File: src/common/core_pkg.sv
package core_pkg;

  localparam int XLEN = 32;
  localparam int ARCH_REGS = 32;

  typedef logic [$clog2(ARCH_REGS)-1:0] arch_idx_t;
  typedef logic [XLEN-1:0] data_t;

  typedef enum logic [3:0] {
    ALU_ADD,
    ALU_SUB,
    ALU_AND,
    ALU_OR,
    ALU_XOR,
    ALU_SLL,
    ALU_SRL,
    ALU_SLT
  } alu_cmd_e;

  // Major opcodes
  localparam logic [6:0] OPC_OP = 7'b0110011;
  localparam logic [6:0] OPC_OP_IMM = 7'b0010011;

  // funct3 codes shared by OP and OP-IMM
  localparam logic [2:0] F3_ADD_SUB = 3'b000;
  localparam logic [2:0] F3_SLL = 3'b001;
  localparam logic [2:0] F3_SLT = 3'b010;
  localparam logic [2:0] F3_XOR = 3'b100;
  localparam logic [2:0] F3_SRL = 3'b101;
  localparam logic [2:0] F3_OR = 3'b110;
  localparam logic [2:0] F3_AND = 3'b111;

  // funct7 codes
  localparam logic [6:0] F7_BASE = 7'b0000000;
  localparam logic [6:0] F7_ALT = 7'b0100000;

  typedef struct packed {
    logic [6:0] funct7;
    arch_idx_t rs2;
    arch_idx_t rs1;
    logic [2:0] funct3;
    arch_idx_t rd;
    logic [6:0] opcode;
  } r_fields_t;

  typedef struct packed {
    logic [11:0] imm12;
    arch_idx_t rs1;
    logic [2:0] funct3;
    arch_idx_t rd;
    logic [6:0] opcode;
  } i_fields_t;

  // One fetched word, read by format once the opcode is known
  typedef union packed {
    r_fields_t r;
    i_fields_t i;
  } instr_word_u;

endpackage

File: src/common/rename_if.sv
`timescale 1ns/1ps

interface rename_if #(
  parameter int PHYS_REGS = 64
) ();
  import core_pkg::*;

  localparam int PRD_W = $clog2(PHYS_REGS);

  logic req;
  arch_idx_t rs1;
  arch_idx_t rs2;
  arch_idx_t rd;
  logic needs_rd;

  logic [PRD_W-1:0] prs1;
  logic [PRD_W-1:0] prs2;
  logic [PRD_W-1:0] prd;
  logic [PRD_W-1:0] old_prd;
  // Readiness of the sources captured at the last request
  logic prs1_ready;
  logic prs2_ready;
  logic can_alloc;

  modport controller (
    output req, rs1, rs2, rd, needs_rd,
    input prs1, prs2, prd, old_prd, prs1_ready, prs2_ready, can_alloc
  );

  modport target (
    input req, rs1, rs2, rd, needs_rd,
    output prs1, prs2, prd, old_prd, prs1_ready, prs2_ready, can_alloc
  );

endinterface

File: src/common/wb_result_if.sv
`timescale 1ns/1ps

interface wb_result_if #(
  parameter int PHYS_REGS = 64,
  parameter int ROB_DEPTH = 16
) ();
  import core_pkg::*;

  localparam int PRD_W = $clog2(PHYS_REGS);
  localparam int ROB_W = $clog2(ROB_DEPTH);

  // One-cycle pulse per executed instruction
  logic valid;
  logic [PRD_W-1:0] prd;
  logic [ROB_W-1:0] rob_idx;
  data_t result;

  modport source (
    output valid,
    output prd,
    output rob_idx,
    output result
  );

  modport sink (
    input valid,
    input prd,
    input rob_idx,
    input result
  );

endinterface

File: src/rename/rename_unit.sv
`timescale 1ns/1ps

module rename_unit #(
  parameter int PHYS_REGS = 64
) (
  input logic clk,
  input logic rst,
  rename_if.target rename,
  wb_result_if.sink wb,
  input logic commit_valid,
  input logic [$clog2(PHYS_REGS)-1:0] commit_old_prd
);
  import core_pkg::*;

  localparam int PRD_W = $clog2(PHYS_REGS);

  logic [PRD_W-1:0] map_q [ARCH_REGS];
  logic [PRD_W-1:0] free_q [PHYS_REGS];
  // Depth is a power of two so the pointers wrap on their own
  logic [PRD_W-1:0] fl_head_q;
  logic [PRD_W-1:0] fl_tail_q;
  logic [PRD_W:0] fl_count_q;
  logic [PHYS_REGS-1:0] ready_q;
  logic [PRD_W-1:0] src1_q;
  logic [PRD_W-1:0] src2_q;
  logic alloc;
  logic release_reg;

  assign alloc = rename.req && rename.needs_rd && rename.can_alloc;
  // Physical 0 backs x0 and never returns to the pool
  assign release_reg = commit_valid && (commit_old_prd != '0);

  assign rename.can_alloc = (fl_count_q != '0);
  assign rename.prs1 = map_q[rename.rs1];
  assign rename.prs2 = map_q[rename.rs2];
  assign rename.prd = rename.needs_rd ? free_q[fl_head_q] : '0;
  assign rename.old_prd = map_q[rename.rd];

  // Re-read every cycle for the instruction held in the issue register
  assign rename.prs1_ready = ready_q[src1_q];
  assign rename.prs2_ready = ready_q[src2_q];

  always_ff @(posedge clk) begin
    if (rst) begin
      for (int i = 0; i < ARCH_REGS; i++) begin
        map_q[i] <= PRD_W'(i);
      end
      // Only registers above the architectural set start out free
      for (int i = 0; i < PHYS_REGS; i++) begin
        free_q[i] <= PRD_W'(ARCH_REGS + i);
      end
      fl_head_q <= '0;
      fl_tail_q <= PRD_W'(PHYS_REGS - ARCH_REGS);
      fl_count_q <= (PRD_W + 1)'(PHYS_REGS - ARCH_REGS);
    end else begin
      if (alloc) begin
        map_q[rename.rd] <= free_q[fl_head_q];
        fl_head_q <= fl_head_q + 1'b1;
      end
      if (release_reg) begin
        free_q[fl_tail_q] <= commit_old_prd;
        fl_tail_q <= fl_tail_q + 1'b1;
      end
      fl_count_q <= fl_count_q + (PRD_W + 1)'(release_reg) - (PRD_W + 1)'(alloc);
    end
  end

  // Scoreboard and captured sources
  always_ff @(posedge clk) begin
    if (rst) begin
      ready_q <= '1;
      src1_q <= '0;
      src2_q <= '0;
    end else begin
      if (wb.valid) begin
        ready_q[wb.prd] <= 1'b1;
      end
      if (alloc) begin
        ready_q[free_q[fl_head_q]] <= 1'b0;
      end
      if (rename.req) begin
        src1_q <= rename.prs1;
        src2_q <= rename.prs2;
      end
    end
  end

endmodule

File: src/flat_wrapper.sv
// flat-port wrapper written by rule: the top's interface ports become plain ports
module rename_unit_flat import core_pkg::*;
#(
  parameter int PHYS_REGS = 64
)
  (clk, rst, commit_valid, commit_old_prd, rename_req, rename_rs1, rename_rs2, rename_rd, rename_needs_rd, rename_prs1, rename_prs2, rename_prd, rename_old_prd, rename_prs1_ready, rename_prs2_ready, rename_can_alloc, wb_valid, wb_prd, wb_rob_idx, wb_result);
  rename_if #(.PHYS_REGS(PHYS_REGS)) rename_i ();
  wb_result_if #(.PHYS_REGS(PHYS_REGS)) wb_i ();
  input logic clk;
  input logic rst;
  input logic commit_valid;
  input logic [$clog2(PHYS_REGS)-1:0] commit_old_prd;
  input wire logic [$bits(rename_i.req)-1:0] rename_req;
  input wire logic [$bits(rename_i.rs1)-1:0] rename_rs1;
  input wire logic [$bits(rename_i.rs2)-1:0] rename_rs2;
  input wire logic [$bits(rename_i.rd)-1:0] rename_rd;
  input wire logic [$bits(rename_i.needs_rd)-1:0] rename_needs_rd;
  output wire logic [$bits(rename_i.prs1)-1:0] rename_prs1;
  output wire logic [$bits(rename_i.prs2)-1:0] rename_prs2;
  output wire logic [$bits(rename_i.prd)-1:0] rename_prd;
  output wire logic [$bits(rename_i.old_prd)-1:0] rename_old_prd;
  output wire logic [$bits(rename_i.prs1_ready)-1:0] rename_prs1_ready;
  output wire logic [$bits(rename_i.prs2_ready)-1:0] rename_prs2_ready;
  output wire logic [$bits(rename_i.can_alloc)-1:0] rename_can_alloc;
  input wire logic [$bits(wb_i.valid)-1:0] wb_valid;
  input wire logic [$bits(wb_i.prd)-1:0] wb_prd;
  input wire logic [$bits(wb_i.rob_idx)-1:0] wb_rob_idx;
  input wire logic [$bits(wb_i.result)-1:0] wb_result;
  assign rename_i.req = rename_req;
  assign rename_i.rs1 = rename_rs1;
  assign rename_i.rs2 = rename_rs2;
  assign rename_i.rd = rename_rd;
  assign rename_i.needs_rd = rename_needs_rd;
  assign rename_prs1 = rename_i.prs1;
  assign rename_prs2 = rename_i.prs2;
  assign rename_prd = rename_i.prd;
  assign rename_old_prd = rename_i.old_prd;
  assign rename_prs1_ready = rename_i.prs1_ready;
  assign rename_prs2_ready = rename_i.prs2_ready;
  assign rename_can_alloc = rename_i.can_alloc;
  assign wb_i.valid = wb_valid;
  assign wb_i.prd = wb_prd;
  assign wb_i.rob_idx = wb_rob_idx;
  assign wb_i.result = wb_result;
  rename_unit #(.PHYS_REGS(PHYS_REGS)) u_core (.clk(clk), .rst(rst), .rename(rename_i), .wb(wb_i), .commit_valid(commit_valid), .commit_old_prd(commit_old_prd));
endmodule
File: config.mk
export PLATFORM = sky130hd
export DESIGN_NAME = rename_unit_flat
export DESIGN_NICKNAME = d
export VERILOG_FILES = /design/src/common/core_pkg.sv /design/src/common/rename_if.sv /design/src/common/wb_result_if.sv /design/src/rename/rename_unit.sv /design/src/flat_wrapper.sv
export SDC_FILE = /design/constraint.sdc
export NUM_CORES = 1
export LEC_CHECK = 0
export ABC_CLOCK_PERIOD_IN_PS = 3900
export BUFFER_PORTS_ARGS = -buffer_cell sky130_fd_sc_hd__buf_2
export CORE_MARGIN = 2
export CORE_UTILIZATION = 46
export DETAILED_ROUTE_END_ITERATION = 12
export SLEW_MARGIN = 40
export SYNTH_ARGS = -nofsm -noshare
export SYNTH_HDL_FRONTEND = slang
export SYNTH_SLANG_ARGS = --single-unit
File: constraint.sdc
create_clock -name clk -period 3.9 [get_ports clk]
set_input_delay 0.78 -clock clk [delete_from_list [all_inputs] [get_ports clk]]
set_output_delay 0.78 -clock clk [all_outputs]
set_load 0.005 [all_outputs]
==> results.md <==
| Step | Quantity | Reported |
|:---|:---|:---|
| floorplanning | Number of rows in the core area | 100 |
| sta | Setup WS post-layout | 40.4 ps |
| cells and area | Number of nets in the finished design | 2617 |
| floorplanning | Core outline area | 74700 sq um |
| place | Placement Cell Area | 36400 sq um |
| run status | Status | finished, final reports clean |
| job | Max-Cap Viols | 0 |
| min path | Hold Crit Endpoint | u_core.free_q[63][0] |
| synth | Average cell area after synthesis | 13.7 sq um |
| route | Via-to-Cell Ratio | 6.52 |
| sta | Slew at the pin with the worst max-slew slack | 897 ps |
| setup path | Delay of the slowest cell on the worst path | 520 ps |
| clock tree | Number of buffers added to fix hold violations after cts | 0 |
| synth | Post-synthesis sequential element count | 677 |
| clock tree | Clock insertion delay at the later pin of the skew report | 620 ps |
| synth | Fraction of post-synthesis cell area in the top cell type by area | 49.7% |
| synth | Biggest area consumer among synthesized cells | sky130_fd_sc_hd__edfxtp_1 |
| power | Power Density | 439 nW/um^2 |
| global routing | Remaining global-route overflow | 0 |
| place | Port Buf Inserts | 59 |
| power | Static leakage power | 11.5 nW |
| setup path | Worst R2R Setup Slack | 520 ps |
| floorplanning | Die width | 279 um |
| clock tree | Clock input transition at the sequential cells of the worst setup and hold paths | 60 ps |
| cells and area | Filler cell count | 6194 |
| setup path | Critical Path Start Type | flip-flop |
| sta | Top achievable clock speed | 0.259 GHz |
| synth | Syn Inst Count | 2546 |
| synth | Cell Area, Synth | 34800 sq um |
| floorplanning | Die Area | 77800 sq um |
| setup path | Required time at the endpoint of the critical path | 3120 ps |
| synth | Most used standard cell by instance count after synthesis | sky130_fd_sc_hd__edfxtp_1 |
| setup path | Path type of the worst setup path | flip-flop to primary output |
| floorplanning | Starting density of the core | 46.5% |
| sta | Final setup violating endpoints | 0 |
| global routing | Via count of the first global-routing pass | 23000 |
| cells and area | Ant. Diodes | 0 |
| place | Final weighted congestion in routability-driven placement | 0.930 |
| synth | Post-synth EDFFs | 576 |
| min path | Cell count of the worst hold path | 2 |
| synth | Count of warnings emitted by yosys | 0 |
| sta | Worst slew margin | 40.0% |
| sta | Final Cycle Share | 99.0% |
| route | DR vias | 23200 |
| clock tree | Clock buffer depth | 3 |
| clock tree | Sinks on the clock net | 677 |
| global routing | Wire length of the first global-routing pass | 149000 um |
| cells and area | Final instance area | 39000 sq um |
| route | DR pass1 iterations | 6 |
| setup path | Path depth of the worst reg2reg path | 11 |
| synth | Most area-consuming cells after synthesis | sky130_fd_sc_hd__edfxtp_1, sky130_fd_sc_hd__mux4_2, sky130_fd_sc_hd__dfxtp_1, sky130_fd_sc_hd__nor2_1, sky130_fd_sc_hd__nand2_1 |
| clock tree | TritonCTS clock tree | done |
| global routing | Total GRT Usage | 25.5% |
| synth | Most frequent cells after synthesis | sky130_fd_sc_hd__edfxtp_1, sky130_fd_sc_hd__mux4_2, sky130_fd_sc_hd__nor2_1 |
| synth | Portion of the post-synthesis area used by sequential elements | 55.6% |
| synth | Ys flop type | sky130_fd_sc_hd__edfxtp_1 |
| sta | Clock Skew | 36.6 ps |
| setup path | Critical Path End Type | primary output |
| power | Total design power | 17.1 mW |
| cells and area | Ratio of cells with drive above 1 in the final layout | 26.5% |
| floorplanning | Die outline height | 279 um |
| setup path | Worst path arrival time | 3080 ps |
| sta | RSZ-0062 raised after global routing | yes |
| global routing | Pin count of the biggest net entering global routing | 65 |
| setup path | Sequence of cells on the critical path | buf_4 > buf_12 > mux4_2 > mux2_2 > a21oi_1 > o21ai_2 > a21bo_2 > and2_1 > buf_2 |
| sta | Number of pins exceeding their max-slew limit in the final report | 0 |
| sta | Setup Total Neg Slack | 0 ps |
| sta | Post-layout min period | 3860 ps |
| place | HPWL after detailed placement | 65500 um |
| setup path | R2R Path End | u_core.ready_q[21] |
| setup path | Critical-path cell with the highest stage delay | sky130_fd_sc_hd__mux4_2 |
| place | Pre-CTS worst setup slack | 140 ps |
| route | DRC violation count after routing | 0 |
| clock tree | Maximum level of the CTS H-tree | 3 |
| synth | Total nets after synthesis | 2627 |
| min path | Path class of the lowest-slack min-delay path | primary input to flip-flop |
| route | Remaining antenna violation count | 0 |
| power | Max VDD drop | 0.298 mV |
| min path | Worst hold path startpoint | commit_old_prd[0] |
| setup path | Max Fanout on Critical Path | 13 |
| global routing | Initial antenna violation count | 0 |
| floorplanning | Boundary pin count | 96 |
| sta | Count of final hold-check violations | 0 |
| route | DRC violation total after the first TritonRoute iteration | 2395 |
| synth | Async set-or-reset flop fraction in the synthesized netlist | 0% |
| route | Routed len/inst | 27.7 um |
| cells and area | Area Overhead vs Synth | 12.0% |
| route | Final wirelength | 98800 um |
| clock tree | CTS root buf | sky130_fd_sc_hd__clkbuf_16 |
| clock tree | Cts bufs inserted | 75 |
| synth | Count of cell types in the netlist | 66 |
## flip-flops by register name (all words and copies together) (netlist names), named ones only
| name | flops |
|---|---|
| u_core.fl_count_q | 7 |
| u_core.ready_q | 64 |
| u_core.src2_q | 6 |
| u_core.src1_q | 6 |
| u_core.map_q | 192 |
| u_core.free_q | 384 |
| u_core.fl_head_q | 6 |
| u_core.fl_tail_q | 6 |
## critical path, delay by kind of cell, from the launching register on
kind	cells	cell delay, ps
simple gates	1	170
buf+inv	3	410
compound gates	3	660
flops	1	360
mux	2	840
## layer usage
| layer | global-route usage, % | part of all wire [%] |
|---|---|---|
| met1 | 34.7 | 40 |
| met2 | 42.2 | 49 |
| met3 | 3.46 | 7.1 |
| met4 | 9.40 | 3.9 |
| met5 | 0 | 0 |
## logic make-up after synthesis
family          after synthesis  synth area share [%]
compound gates              284                  6.01
xor+xnor                     14                 0.353
fa+ha+maj                    12                 0.453
buf+inv                     286                  3.53
flops                       677                  55.6
mux                         356                  21.1
simple gates                917                  13.0
## layout make-up
type                       instances  area (sq um)  area share [%]
clock inverter                    35           302           0.774
timing repair buffer             181          1590            4.07
sequential                       677         19300            49.6
multi-input combinational       1583         14400            36.9
inverter                          18          70.1           0.180
tap                              969          1210            3.11
clock buffer                      99          2080            5.34
## how the worst max path moves through the flow
stage	startpoint	to	slack (ps)
2_1_floorplan	rename_rs1[0]	rename_prs1[0]	500
3_3_place_gp	flip-flop	rename_prd[1]	180
3_5_place_dp	flip-flop	u_core.ready_q[2]	140
4_1_cts	flip-flop	rename_prd[5]	3
5_1_grt	flip-flop	rename_prd[5]	-20
6_report	flip-flop	rename_prd[5]	40
## what timing repair did
| action | 4_1_cts | 5_1_grt |
|---|---|---|
| endpoints found under the hold margin | 0 | 0 |
| buffers inserted | 5 | 1 |
| resized for setup | 14 | 14 |
| cloned | 0 | 0 |
| pin swaps | 0 | 2 |
| endpoints found under the setup margin | 6 | 7 |
## through the flow
stage | hold WS [ps] | instances | utilization (%)
after floorplan | 469 | 2546 | -
after global placement | 534 | 3422 | 48.7
after detailed placement | 551 | 3422 | 48.7
after CTS | 448 | 3561 | 52.0
after global routing | 467 | 3562 | 52.1
final | 472 | 3562 | 52.1
## where the power goes
part	total, mW	switching, mW	leakage (nW)	internal [mW]
Clock	6.97	2.89	1.18	4.08
Combinational	2.02	1.21	4.49	0.809
Sequential	8.11	0.108	5.81	8.00
## layout by cell type, fill, tap and decap left out, types with 78 or more instances in the layout
master                      netlist  layout
sky130_fd_sc_hd__or3_1           94      94
sky130_fd_sc_hd__and2_1         110     110
sky130_fd_sc_hd__dfxtp_1        101      97
sky130_fd_sc_hd__nor3_1          89      88
sky130_fd_sc_hd__mux4_2         300     300
sky130_fd_sc_hd__nor2_1         247     245
sky130_fd_sc_hd__clkbuf_16        0      78
sky130_fd_sc_hd__nand2_1        240     237
sky130_fd_sc_hd__edfxtp_1       576     576
sky130_fd_sc_hd__buf_4           11      94
(Power assumes the default switching activity.)
