--- config.mk ---
export PLATFORM = sky130hd
export DESIGN_NAME = issue_control_flat
export DESIGN_NICKNAME = d
export VERILOG_FILES = /design/src/common/core_pkg.sv /design/src/common/rename_if.sv /design/src/logic/issue_control.sv /design/src/flat_wrapper.sv
export SDC_FILE = /design/constraint.sdc
export NUM_CORES = 1
export LEC_CHECK = 0
export ABC_AREA = 1
export BUFFER_PORTS_ARGS = -buffer_cell sky130_fd_sc_hd__buf_2
export CAP_MARGIN = 20
export CORE_MARGIN = 4
export CORE_UTILIZATION = 35
export CTS_CLUSTER_DIAMETER = 60
export DETAILED_ROUTE_END_ITERATION = 10
export PLACE_DENSITY = 0.82
export SLEW_MARGIN = 30
export SYNTH_ARGS = -nofsm -noshare
export SYNTH_HDL_FRONTEND = slang
export SYNTH_SLANG_ARGS = --single-unit
--- constraint.sdc ---
create_clock -name clk -period 2.19 [get_ports clk]
set_input_delay 0.219 -clock clk [delete_from_list [all_inputs] [get_ports clk]]
set_output_delay 0.219 -clock clk [all_outputs]
set_load 0.01 [all_outputs]
--- src/common/core_pkg.sv ---
package core_pkg;

  localparam int XLEN = 32;
  localparam int ARCH_REGS = 32;

  typedef logic [$clog2(ARCH_REGS)-1:0] arch_idx_t;
  typedef logic [XLEN-1:0] data_t;

  typedef enum logic [3:0] {
    ALU_ADD,
    ALU_SUB,
    ALU_AND,
    ALU_OR,
    ALU_XOR,
    ALU_SLL,
    ALU_SRL,
    ALU_SLT
  } alu_cmd_e;

  // Major opcodes
  localparam logic [6:0] OPC_OP = 7'b0110011;
  localparam logic [6:0] OPC_OP_IMM = 7'b0010011;

  // funct3 codes shared by OP and OP-IMM
  localparam logic [2:0] F3_ADD_SUB = 3'b000;
  localparam logic [2:0] F3_SLL = 3'b001;
  localparam logic [2:0] F3_SLT = 3'b010;
  localparam logic [2:0] F3_XOR = 3'b100;
  localparam logic [2:0] F3_SRL = 3'b101;
  localparam logic [2:0] F3_OR = 3'b110;
  localparam logic [2:0] F3_AND = 3'b111;

  // funct7 codes
  localparam logic [6:0] F7_BASE = 7'b0000000;
  localparam logic [6:0] F7_ALT = 7'b0100000;

  typedef struct packed {
    logic [6:0] funct7;
    arch_idx_t rs2;
    arch_idx_t rs1;
    logic [2:0] funct3;
    arch_idx_t rd;
    logic [6:0] opcode;
  } r_fields_t;

  typedef struct packed {
    logic [11:0] imm12;
    arch_idx_t rs1;
    logic [2:0] funct3;
    arch_idx_t rd;
    logic [6:0] opcode;
  } i_fields_t;

  // One fetched word, read by format once the opcode is known
  typedef union packed {
    r_fields_t r;
    i_fields_t i;
  } instr_word_u;

endpackage

--- src/common/rename_if.sv ---
`timescale 1ns/1ps

interface rename_if #(
  parameter int PHYS_REGS = 64
) ();
  import core_pkg::*;

  localparam int PRD_W = $clog2(PHYS_REGS);

  logic req;
  arch_idx_t rs1;
  arch_idx_t rs2;
  arch_idx_t rd;
  logic needs_rd;

  logic [PRD_W-1:0] prs1;
  logic [PRD_W-1:0] prs2;
  logic [PRD_W-1:0] prd;
  logic [PRD_W-1:0] old_prd;
  // Readiness of the sources captured at the last request
  logic prs1_ready;
  logic prs2_ready;
  logic can_alloc;

  modport controller (
    output req, rs1, rs2, rd, needs_rd,
    input prs1, prs2, prd, old_prd, prs1_ready, prs2_ready, can_alloc
  );

  modport target (
    input req, rs1, rs2, rd, needs_rd,
    output prs1, prs2, prd, old_prd, prs1_ready, prs2_ready, can_alloc
  );

endinterface

--- src/logic/issue_control.sv ---
`timescale 1ns/1ps

module issue_control #(
  parameter int PHYS_REGS = 64,
  parameter int ROB_DEPTH = 16
) (
  input logic clk,
  input logic rst,
  input logic wb_cyc,
  input logic wb_stb,
  input core_pkg::data_t wb_dat_i,
  output logic wb_ack,
  output logic wb_err,
  rename_if.controller rename,
  input logic rob_full,
  input logic [$clog2(ROB_DEPTH)-1:0] rob_tail,
  output logic dispatch_valid,
  output logic issue_valid,
  output core_pkg::alu_cmd_e issue_cmd,
  output logic [$clog2(PHYS_REGS)-1:0] issue_prs1,
  output logic [$clog2(PHYS_REGS)-1:0] issue_prs2,
  output core_pkg::data_t issue_imm,
  output logic issue_use_imm,
  output logic [$clog2(PHYS_REGS)-1:0] issue_prd,
  output logic [$clog2(ROB_DEPTH)-1:0] issue_rob_idx
);
  import core_pkg::*;

  instr_word_u word;
  alu_cmd_e dec_cmd;
  logic dec_legal;
  logic dec_use_imm;
  data_t dec_imm;
  arch_idx_t dec_rs2;
  logic needs_rd;
  logic can_take;
  logic accept;
  logic reject;
  logic occupied_q;

  assign word = wb_dat_i;

  always_comb begin
    dec_cmd = ALU_ADD;
    dec_legal = 1'b0;
    dec_use_imm = 1'b0;
    dec_imm = {{20{word.i.imm12[11]}}, word.i.imm12};
    dec_rs2 = word.r.rs2;
    if (word.r.opcode == OPC_OP) begin
      dec_legal = 1'b1;
      case ({word.r.funct7, word.r.funct3})
        {F7_BASE, F3_ADD_SUB}: dec_cmd = ALU_ADD;
        {F7_ALT, F3_ADD_SUB}: dec_cmd = ALU_SUB;
        {F7_BASE, F3_SLL}: dec_cmd = ALU_SLL;
        {F7_BASE, F3_SLT}: dec_cmd = ALU_SLT;
        {F7_BASE, F3_XOR}: dec_cmd = ALU_XOR;
        {F7_BASE, F3_SRL}: dec_cmd = ALU_SRL;
        {F7_BASE, F3_OR}: dec_cmd = ALU_OR;
        {F7_BASE, F3_AND}: dec_cmd = ALU_AND;
        default: dec_legal = 1'b0;
      endcase
    end else if (word.i.opcode == OPC_OP_IMM) begin
      dec_legal = 1'b1;
      dec_use_imm = 1'b1;
      // No second source, so it reads x0 which is always ready
      dec_rs2 = '0;
      case (word.i.funct3)
        F3_ADD_SUB: dec_cmd = ALU_ADD;
        F3_SLT: dec_cmd = ALU_SLT;
        F3_XOR: dec_cmd = ALU_XOR;
        F3_OR: dec_cmd = ALU_OR;
        F3_AND: dec_cmd = ALU_AND;
        F3_SLL: begin
          dec_cmd = ALU_SLL;
          dec_legal = (word.i.imm12[11:5] == F7_BASE);
        end
        F3_SRL: begin
          dec_cmd = ALU_SRL;
          dec_legal = (word.i.imm12[11:5] == F7_BASE);
        end
        default: dec_legal = 1'b0;
      endcase
    end
  end

  assign needs_rd = dec_legal && (word.r.rd != '0);

  // Hold off while responding or while the issue slot is full
  assign can_take = wb_cyc && wb_stb && !wb_ack && !wb_err && !occupied_q;
  assign accept = can_take && dec_legal && (rename.can_alloc || !needs_rd) && !rob_full;
  assign reject = can_take && !dec_legal;

  assign rename.req = accept;
  assign rename.rs1 = word.r.rs1;
  assign rename.rs2 = dec_rs2;
  assign rename.rd = word.r.rd;
  assign rename.needs_rd = needs_rd;

  assign dispatch_valid = accept;
  assign issue_valid = occupied_q && rename.prs1_ready && rename.prs2_ready;

  always_ff @(posedge clk) begin
    if (rst) begin
      wb_ack <= 1'b0;
      wb_err <= 1'b0;
      occupied_q <= 1'b0;
    end else begin
      wb_ack <= accept;
      wb_err <= reject;
      if (accept) begin
        occupied_q <= 1'b1;
      end else if (issue_valid) begin
        occupied_q <= 1'b0;
      end
    end
  end

  always_ff @(posedge clk) begin
    if (accept) begin
      issue_cmd <= dec_cmd;
      issue_prs1 <= rename.prs1;
      issue_prs2 <= rename.prs2;
      issue_imm <= dec_imm;
      issue_use_imm <= dec_use_imm;
      issue_prd <= rename.prd;
      issue_rob_idx <= rob_tail;
    end
  end

endmodule

--- src/flat_wrapper.sv ---
// flat-port wrapper written by rule: the top's interface ports become plain ports
module issue_control_flat import core_pkg::*;
#(
  parameter int PHYS_REGS = 64,
  parameter int ROB_DEPTH = 16
)
  (clk, rst, wb_cyc, wb_stb, wb_dat_i, wb_ack, wb_err, rob_full, rob_tail, dispatch_valid, issue_valid, issue_cmd, issue_prs1, issue_prs2, issue_imm, issue_use_imm, issue_prd, issue_rob_idx, rename_req, rename_rs1, rename_rs2, rename_rd, rename_needs_rd, rename_prs1, rename_prs2, rename_prd, rename_old_prd, rename_prs1_ready, rename_prs2_ready, rename_can_alloc);
  rename_if #(.PHYS_REGS(PHYS_REGS)) rename_i ();
  input logic clk;
  input logic rst;
  input logic wb_cyc;
  input logic wb_stb;
  input core_pkg::data_t wb_dat_i;
  output logic wb_ack;
  output logic wb_err;
  input logic rob_full;
  input logic [$clog2(ROB_DEPTH)-1:0] rob_tail;
  output logic dispatch_valid;
  output logic issue_valid;
  output core_pkg::alu_cmd_e issue_cmd;
  output logic [$clog2(PHYS_REGS)-1:0] issue_prs1;
  output logic [$clog2(PHYS_REGS)-1:0] issue_prs2;
  output core_pkg::data_t issue_imm;
  output logic issue_use_imm;
  output logic [$clog2(PHYS_REGS)-1:0] issue_prd;
  output logic [$clog2(ROB_DEPTH)-1:0] issue_rob_idx;
  output wire logic [$bits(rename_i.req)-1:0] rename_req;
  output wire logic [$bits(rename_i.rs1)-1:0] rename_rs1;
  output wire logic [$bits(rename_i.rs2)-1:0] rename_rs2;
  output wire logic [$bits(rename_i.rd)-1:0] rename_rd;
  output wire logic [$bits(rename_i.needs_rd)-1:0] rename_needs_rd;
  input wire logic [$bits(rename_i.prs1)-1:0] rename_prs1;
  input wire logic [$bits(rename_i.prs2)-1:0] rename_prs2;
  input wire logic [$bits(rename_i.prd)-1:0] rename_prd;
  input wire logic [$bits(rename_i.old_prd)-1:0] rename_old_prd;
  input wire logic [$bits(rename_i.prs1_ready)-1:0] rename_prs1_ready;
  input wire logic [$bits(rename_i.prs2_ready)-1:0] rename_prs2_ready;
  input wire logic [$bits(rename_i.can_alloc)-1:0] rename_can_alloc;
  assign rename_req = rename_i.req;
  assign rename_rs1 = rename_i.rs1;
  assign rename_rs2 = rename_i.rs2;
  assign rename_rd = rename_i.rd;
  assign rename_needs_rd = rename_i.needs_rd;
  assign rename_i.prs1 = rename_prs1;
  assign rename_i.prs2 = rename_prs2;
  assign rename_i.prd = rename_prd;
  assign rename_i.old_prd = rename_old_prd;
  assign rename_i.prs1_ready = rename_prs1_ready;
  assign rename_i.prs2_ready = rename_prs2_ready;
  assign rename_i.can_alloc = rename_can_alloc;
  issue_control #(.PHYS_REGS(PHYS_REGS), .ROB_DEPTH(ROB_DEPTH)) u_core (.clk(clk), .rst(rst), .wb_cyc(wb_cyc), .wb_stb(wb_stb), .wb_dat_i(wb_dat_i), .wb_ack(wb_ack), .wb_err(wb_err), .rename(rename_i), .rob_full(rob_full), .rob_tail(rob_tail), .dispatch_valid(dispatch_valid), .issue_valid(issue_valid), .issue_cmd(issue_cmd), .issue_prs1(issue_prs1), .issue_prs2(issue_prs2), .issue_imm(issue_imm), .issue_use_imm(issue_use_imm), .issue_prd(issue_prd), .issue_rob_idx(issue_rob_idx));
endmodule
==> key figures <==
Yosys
  • Compound-Gate Fraction of Synth Area: 0.0262
  • Synth cell count leaders: 38 x edfxtp_1, 32 x buf_4, 26 x nand2_1
  • Top-count cell post-synth: edfxtp_1
  • Post-synthesis xor/xnor area fraction: 0
  • EDFF count, synth: 38
  • Ys Warns: 0
  • Main combinational cell family by area after synthesis: buffers and inverters
  • Synthesized instance count: between 150 and 200
  • Mux contribution to synthesized area: 0
  • Area share of and/or/nand/nor cells after synthesis: 0.157
  • Adder-cell share of the synthesized area: 0
  • Mapped cell area: ~1900 sq um
  • Yosys top cell area share: 0.612
  • Post-Syn Area per Cell: between 10 and 15 sq um
  • Post-synthesis net count: around 230
  • Main synth FF type: edfxtp_1
  • Async SR Flop Fraction: 0
  • Seq/Total Area, Yosys: 0.644
  • Yosys reg bits: 41
  • Synth cell types: 24
  • Yosys top cell by area: edfxtp_1
  • Main area contributors after synthesis: edfxtp_1 61%, buf_4 13%, nand2_1 5.2%

Run
  • Max Cap Viol: 0

Cells and area
  • N_diodes: 0
  • Layout cells sized above 1: 0.563
  • Layout Cells excl Fill: 342
  • Final Instance Area: roughly 2500 sq um
  • Layout area overhead: 34.7%
  • Final net count: about 340
  • Fillcell total: ~500

CTS
  • Clk buf depth: 2
  • Clock transition at path regs: approximately 80 ps
  • Post CTS Setup Buffer Count: 0
  • Clk_lat worst skew: roughly 280 ps
  • CTS Hold Buffers Added: 0
  • Total CTS buffers: 5
  • Clock sink total: just over 40
  • H-tree depth: 2
  • CTS tree: done
  • Clock root buffer: clkbuf_8
  • Post-CTS sizing: 0

Place
  • Post-DP Area: around 2400 sq um
  • Post-DP HPWL: roughly 3500 um
  • Number of I/O port buffers: 130
  • Gpl congestion: 0.751
  • Dpl cells: 334

Die
  • Core Region: 5140 sq um
  • I/O pins: about 150
  • Initial Util: 0.363
  • Num rows: 26
  • Die area: 6560 sq um
  • Die H: roughly 81 um
  • Die W: approximately 81 um

Setup path
  • CP startpoint kind: flip-flop
  • CP most frequent cell: nand2_1
  • Crit-path cells: nor3_1 -> nand2_1 -> a211oi_1 -> nand2_1 -> clkinvlp_4 -> buf_12 -> buf_2
  • Crit end category: primary output
  • Delay of the slowest critical-path stage: 310 ps
  • CP Buf/Inv Count: 3
  • Cell family with most CP delay: buffers and inverters
  • CP max FO: 28
  • FF-to-FF End: u_core.issue_prs1[5]$_DFFE_PP_
  • Reg2Reg Setup Slack: 560 ps
  • Worst path required time: 1970 ps
  • Reg2Reg Depth: 6
  • Worst r2r src: u_core.wb_ack$_SDFF_PP0_
  • WS Path Type: flip-flop to primary output
  • CP arrival: 1750 ps
  • Worst path slowest cell: dfxtp_1

Power
  • Clk pwr share: 0.377
  • Combinational Power Share: 0.070
  • Psw: roughly 0.30 mW
  • Leakage: around 1.2 nW
  • P_int: ~1.2 mW
  • Worst VDD drop: approximately 0.00023 V
  • Power Total: 1.54 mW
  • P per Cell Area: 613 nW/um^2
  • Reg power frac: 0.554
  • Switching share of total power: 0.195

Global routing
  • Vias in the first global route: approximately 1.3k
  • Overall Global Routing Usage: 0.121
  • Grt ovf: 0
  • First-pass GRT wire length: around 6100 um
  • Pin count of the biggest net entering global routing: 29
  • Initial antenna violation count: 0

Detailed routing
  • Pre-Repair DR Iteration Count: 4
  • Drt initial violations: 46
  • Drt drc: 0
  • Drt total wl: approximately 4200 um
  • Average wire per cell in the routed design: approximately 12 um
  • Routed Antenna Nets: 0
  • Vias: between 1k and 1.5k
  • Via density: 4.25

Min path
  • Min-Delay Endpoint: u_core.wb_err$_SDFF_PP0_
  • Hold Path Depth: 2
  • HP Start: rst
  • Hold Path Class: input port to flip-flop

STA
  • Tmin final: 1960 ps
  • Final hold vios: 0
  • Setup Skew: between 6 and 7 ps
  • Final TNS setup: 0 ps
  • RSZ-0062 raised after global routing: no
  • Final Max Tran Viols: 0
  • # setup viols final: 0
  • FMAX: 509 MHz
  • Period Utilization, post-route: 0.897
  • Min Hold Slack: around 110 ps

Status
  • Outcome: complete, no violations
==> cell usage in the layout, fill, tap and decap left out, types with 2 or more instances in the layout <==
master / n
o211ai_1: 3
nand2_2: 3
clkbuf_8: 5
clkinvlp_4: 2
nor3_1: 3
nand2_1: 26
nor2_1: 13
edfxtp_1: 38
buf_2: 130
buf_4: 2
inv_2: 3
clkinv_1: 2
nand3_1: 7
inv_1: 16
dfxtp_1: 3
nor2_2: 3
==> logic make-up (layout without fill, tap and decap cells) <==
family	Yosys count	count (layout)
AO/OA/AOI/OAI	7	7
buffers and inverters	53	162
flip-flops	41	41
other	1	1
AND/OR/NAND/NOR	61	61
==> layer usage <==
layer  vias up  share of wire  GRT usage  routed length (um)
met2        89           0.51      0.222                2140
li1        716              -          -                   -
met4         0          0.014     0.0456                  57
met1       643           0.35      0.131                1470
met5         -              0          0                   0
met3         4           0.13     0.0344                 532
==> per-stage QoR <==
| stage | utilization | worst slack [ps] |
|---|---|---|
| 2_1_floorplan | - | 263 |
| 3_3_place_gp | 0.467 | 375 |
| 3_5_place_dp | 0.467 | 322 |
| 4_1_cts | 0.489 | 191 |
| 5_1_grt | 0.489 | 90.1 |
| 6_report | 0.489 | 225 |
==> flip-flops by register name (all words and copies together) (netlist names) <==
register and flops:
u_core.issue_prs1 6, u_core.wb_err 1, u_core.issue_use_imm 1, u_core.wb_ack 1, u_core.issue_imm 12, u_core.occupied_q 1, u_core.issue_prd 6, u_core.issue_prs2 6
u_core.issue_cmd 3, u_core.issue_rob_idx 4
==> power by group through the flow <==
stage,sequential [mW],combinational (mW),clock (mW)
floorplan,0.872,0.0517,0
global placement,0.871,0.103,0
detailed placement,0.871,0.108,0
CTS,0.853,0.109,0.604
global route,0.853,0.122,0.644
finish,0.853,0.107,0.581
==> worst max-delay path by stage <==
stage | start | to | slack [ps] | depth (start not counted)
6_report | u_core.wb_ack$_SDFF_PP0_ | rename_req | 230 | 7
5_1_grt | u_core.wb_ack$_SDFF_PP0_ | rename_req | 90 | 7
4_1_cts | u_core.wb_ack$_SDFF_PP0_ | rename_req | 190 | 7
3_5_place_dp | wb_dat_i[31] | rename_req | 320 | 10
3_3_place_gp | wb_dat_i[31] | rename_req | 380 | 10
2_1_floorplan | wb_dat_i[25] | rename_req | 260 | 10
==> layout make-up <==
| type | count | area (sq um) | area share |
|---|---|---|---|
| Sequential cell | 41 | 1200 | 0.478 |
| Clock buffer | 5 | 68.8 | 0.0274 |
| Multi-Input combinational cell | 69 | 345 | 0.137 |
| Inverter | 21 | 82.6 | 0.0329 |
| Timing Repair Buffer | 133 | 686 | 0.273 |
| Tap cell | 70 | 87.6 | 0.0349 |
| Clock inverter | 3 | 41.3 | 0.0164 |
Power figures use the tool's default switching activity.
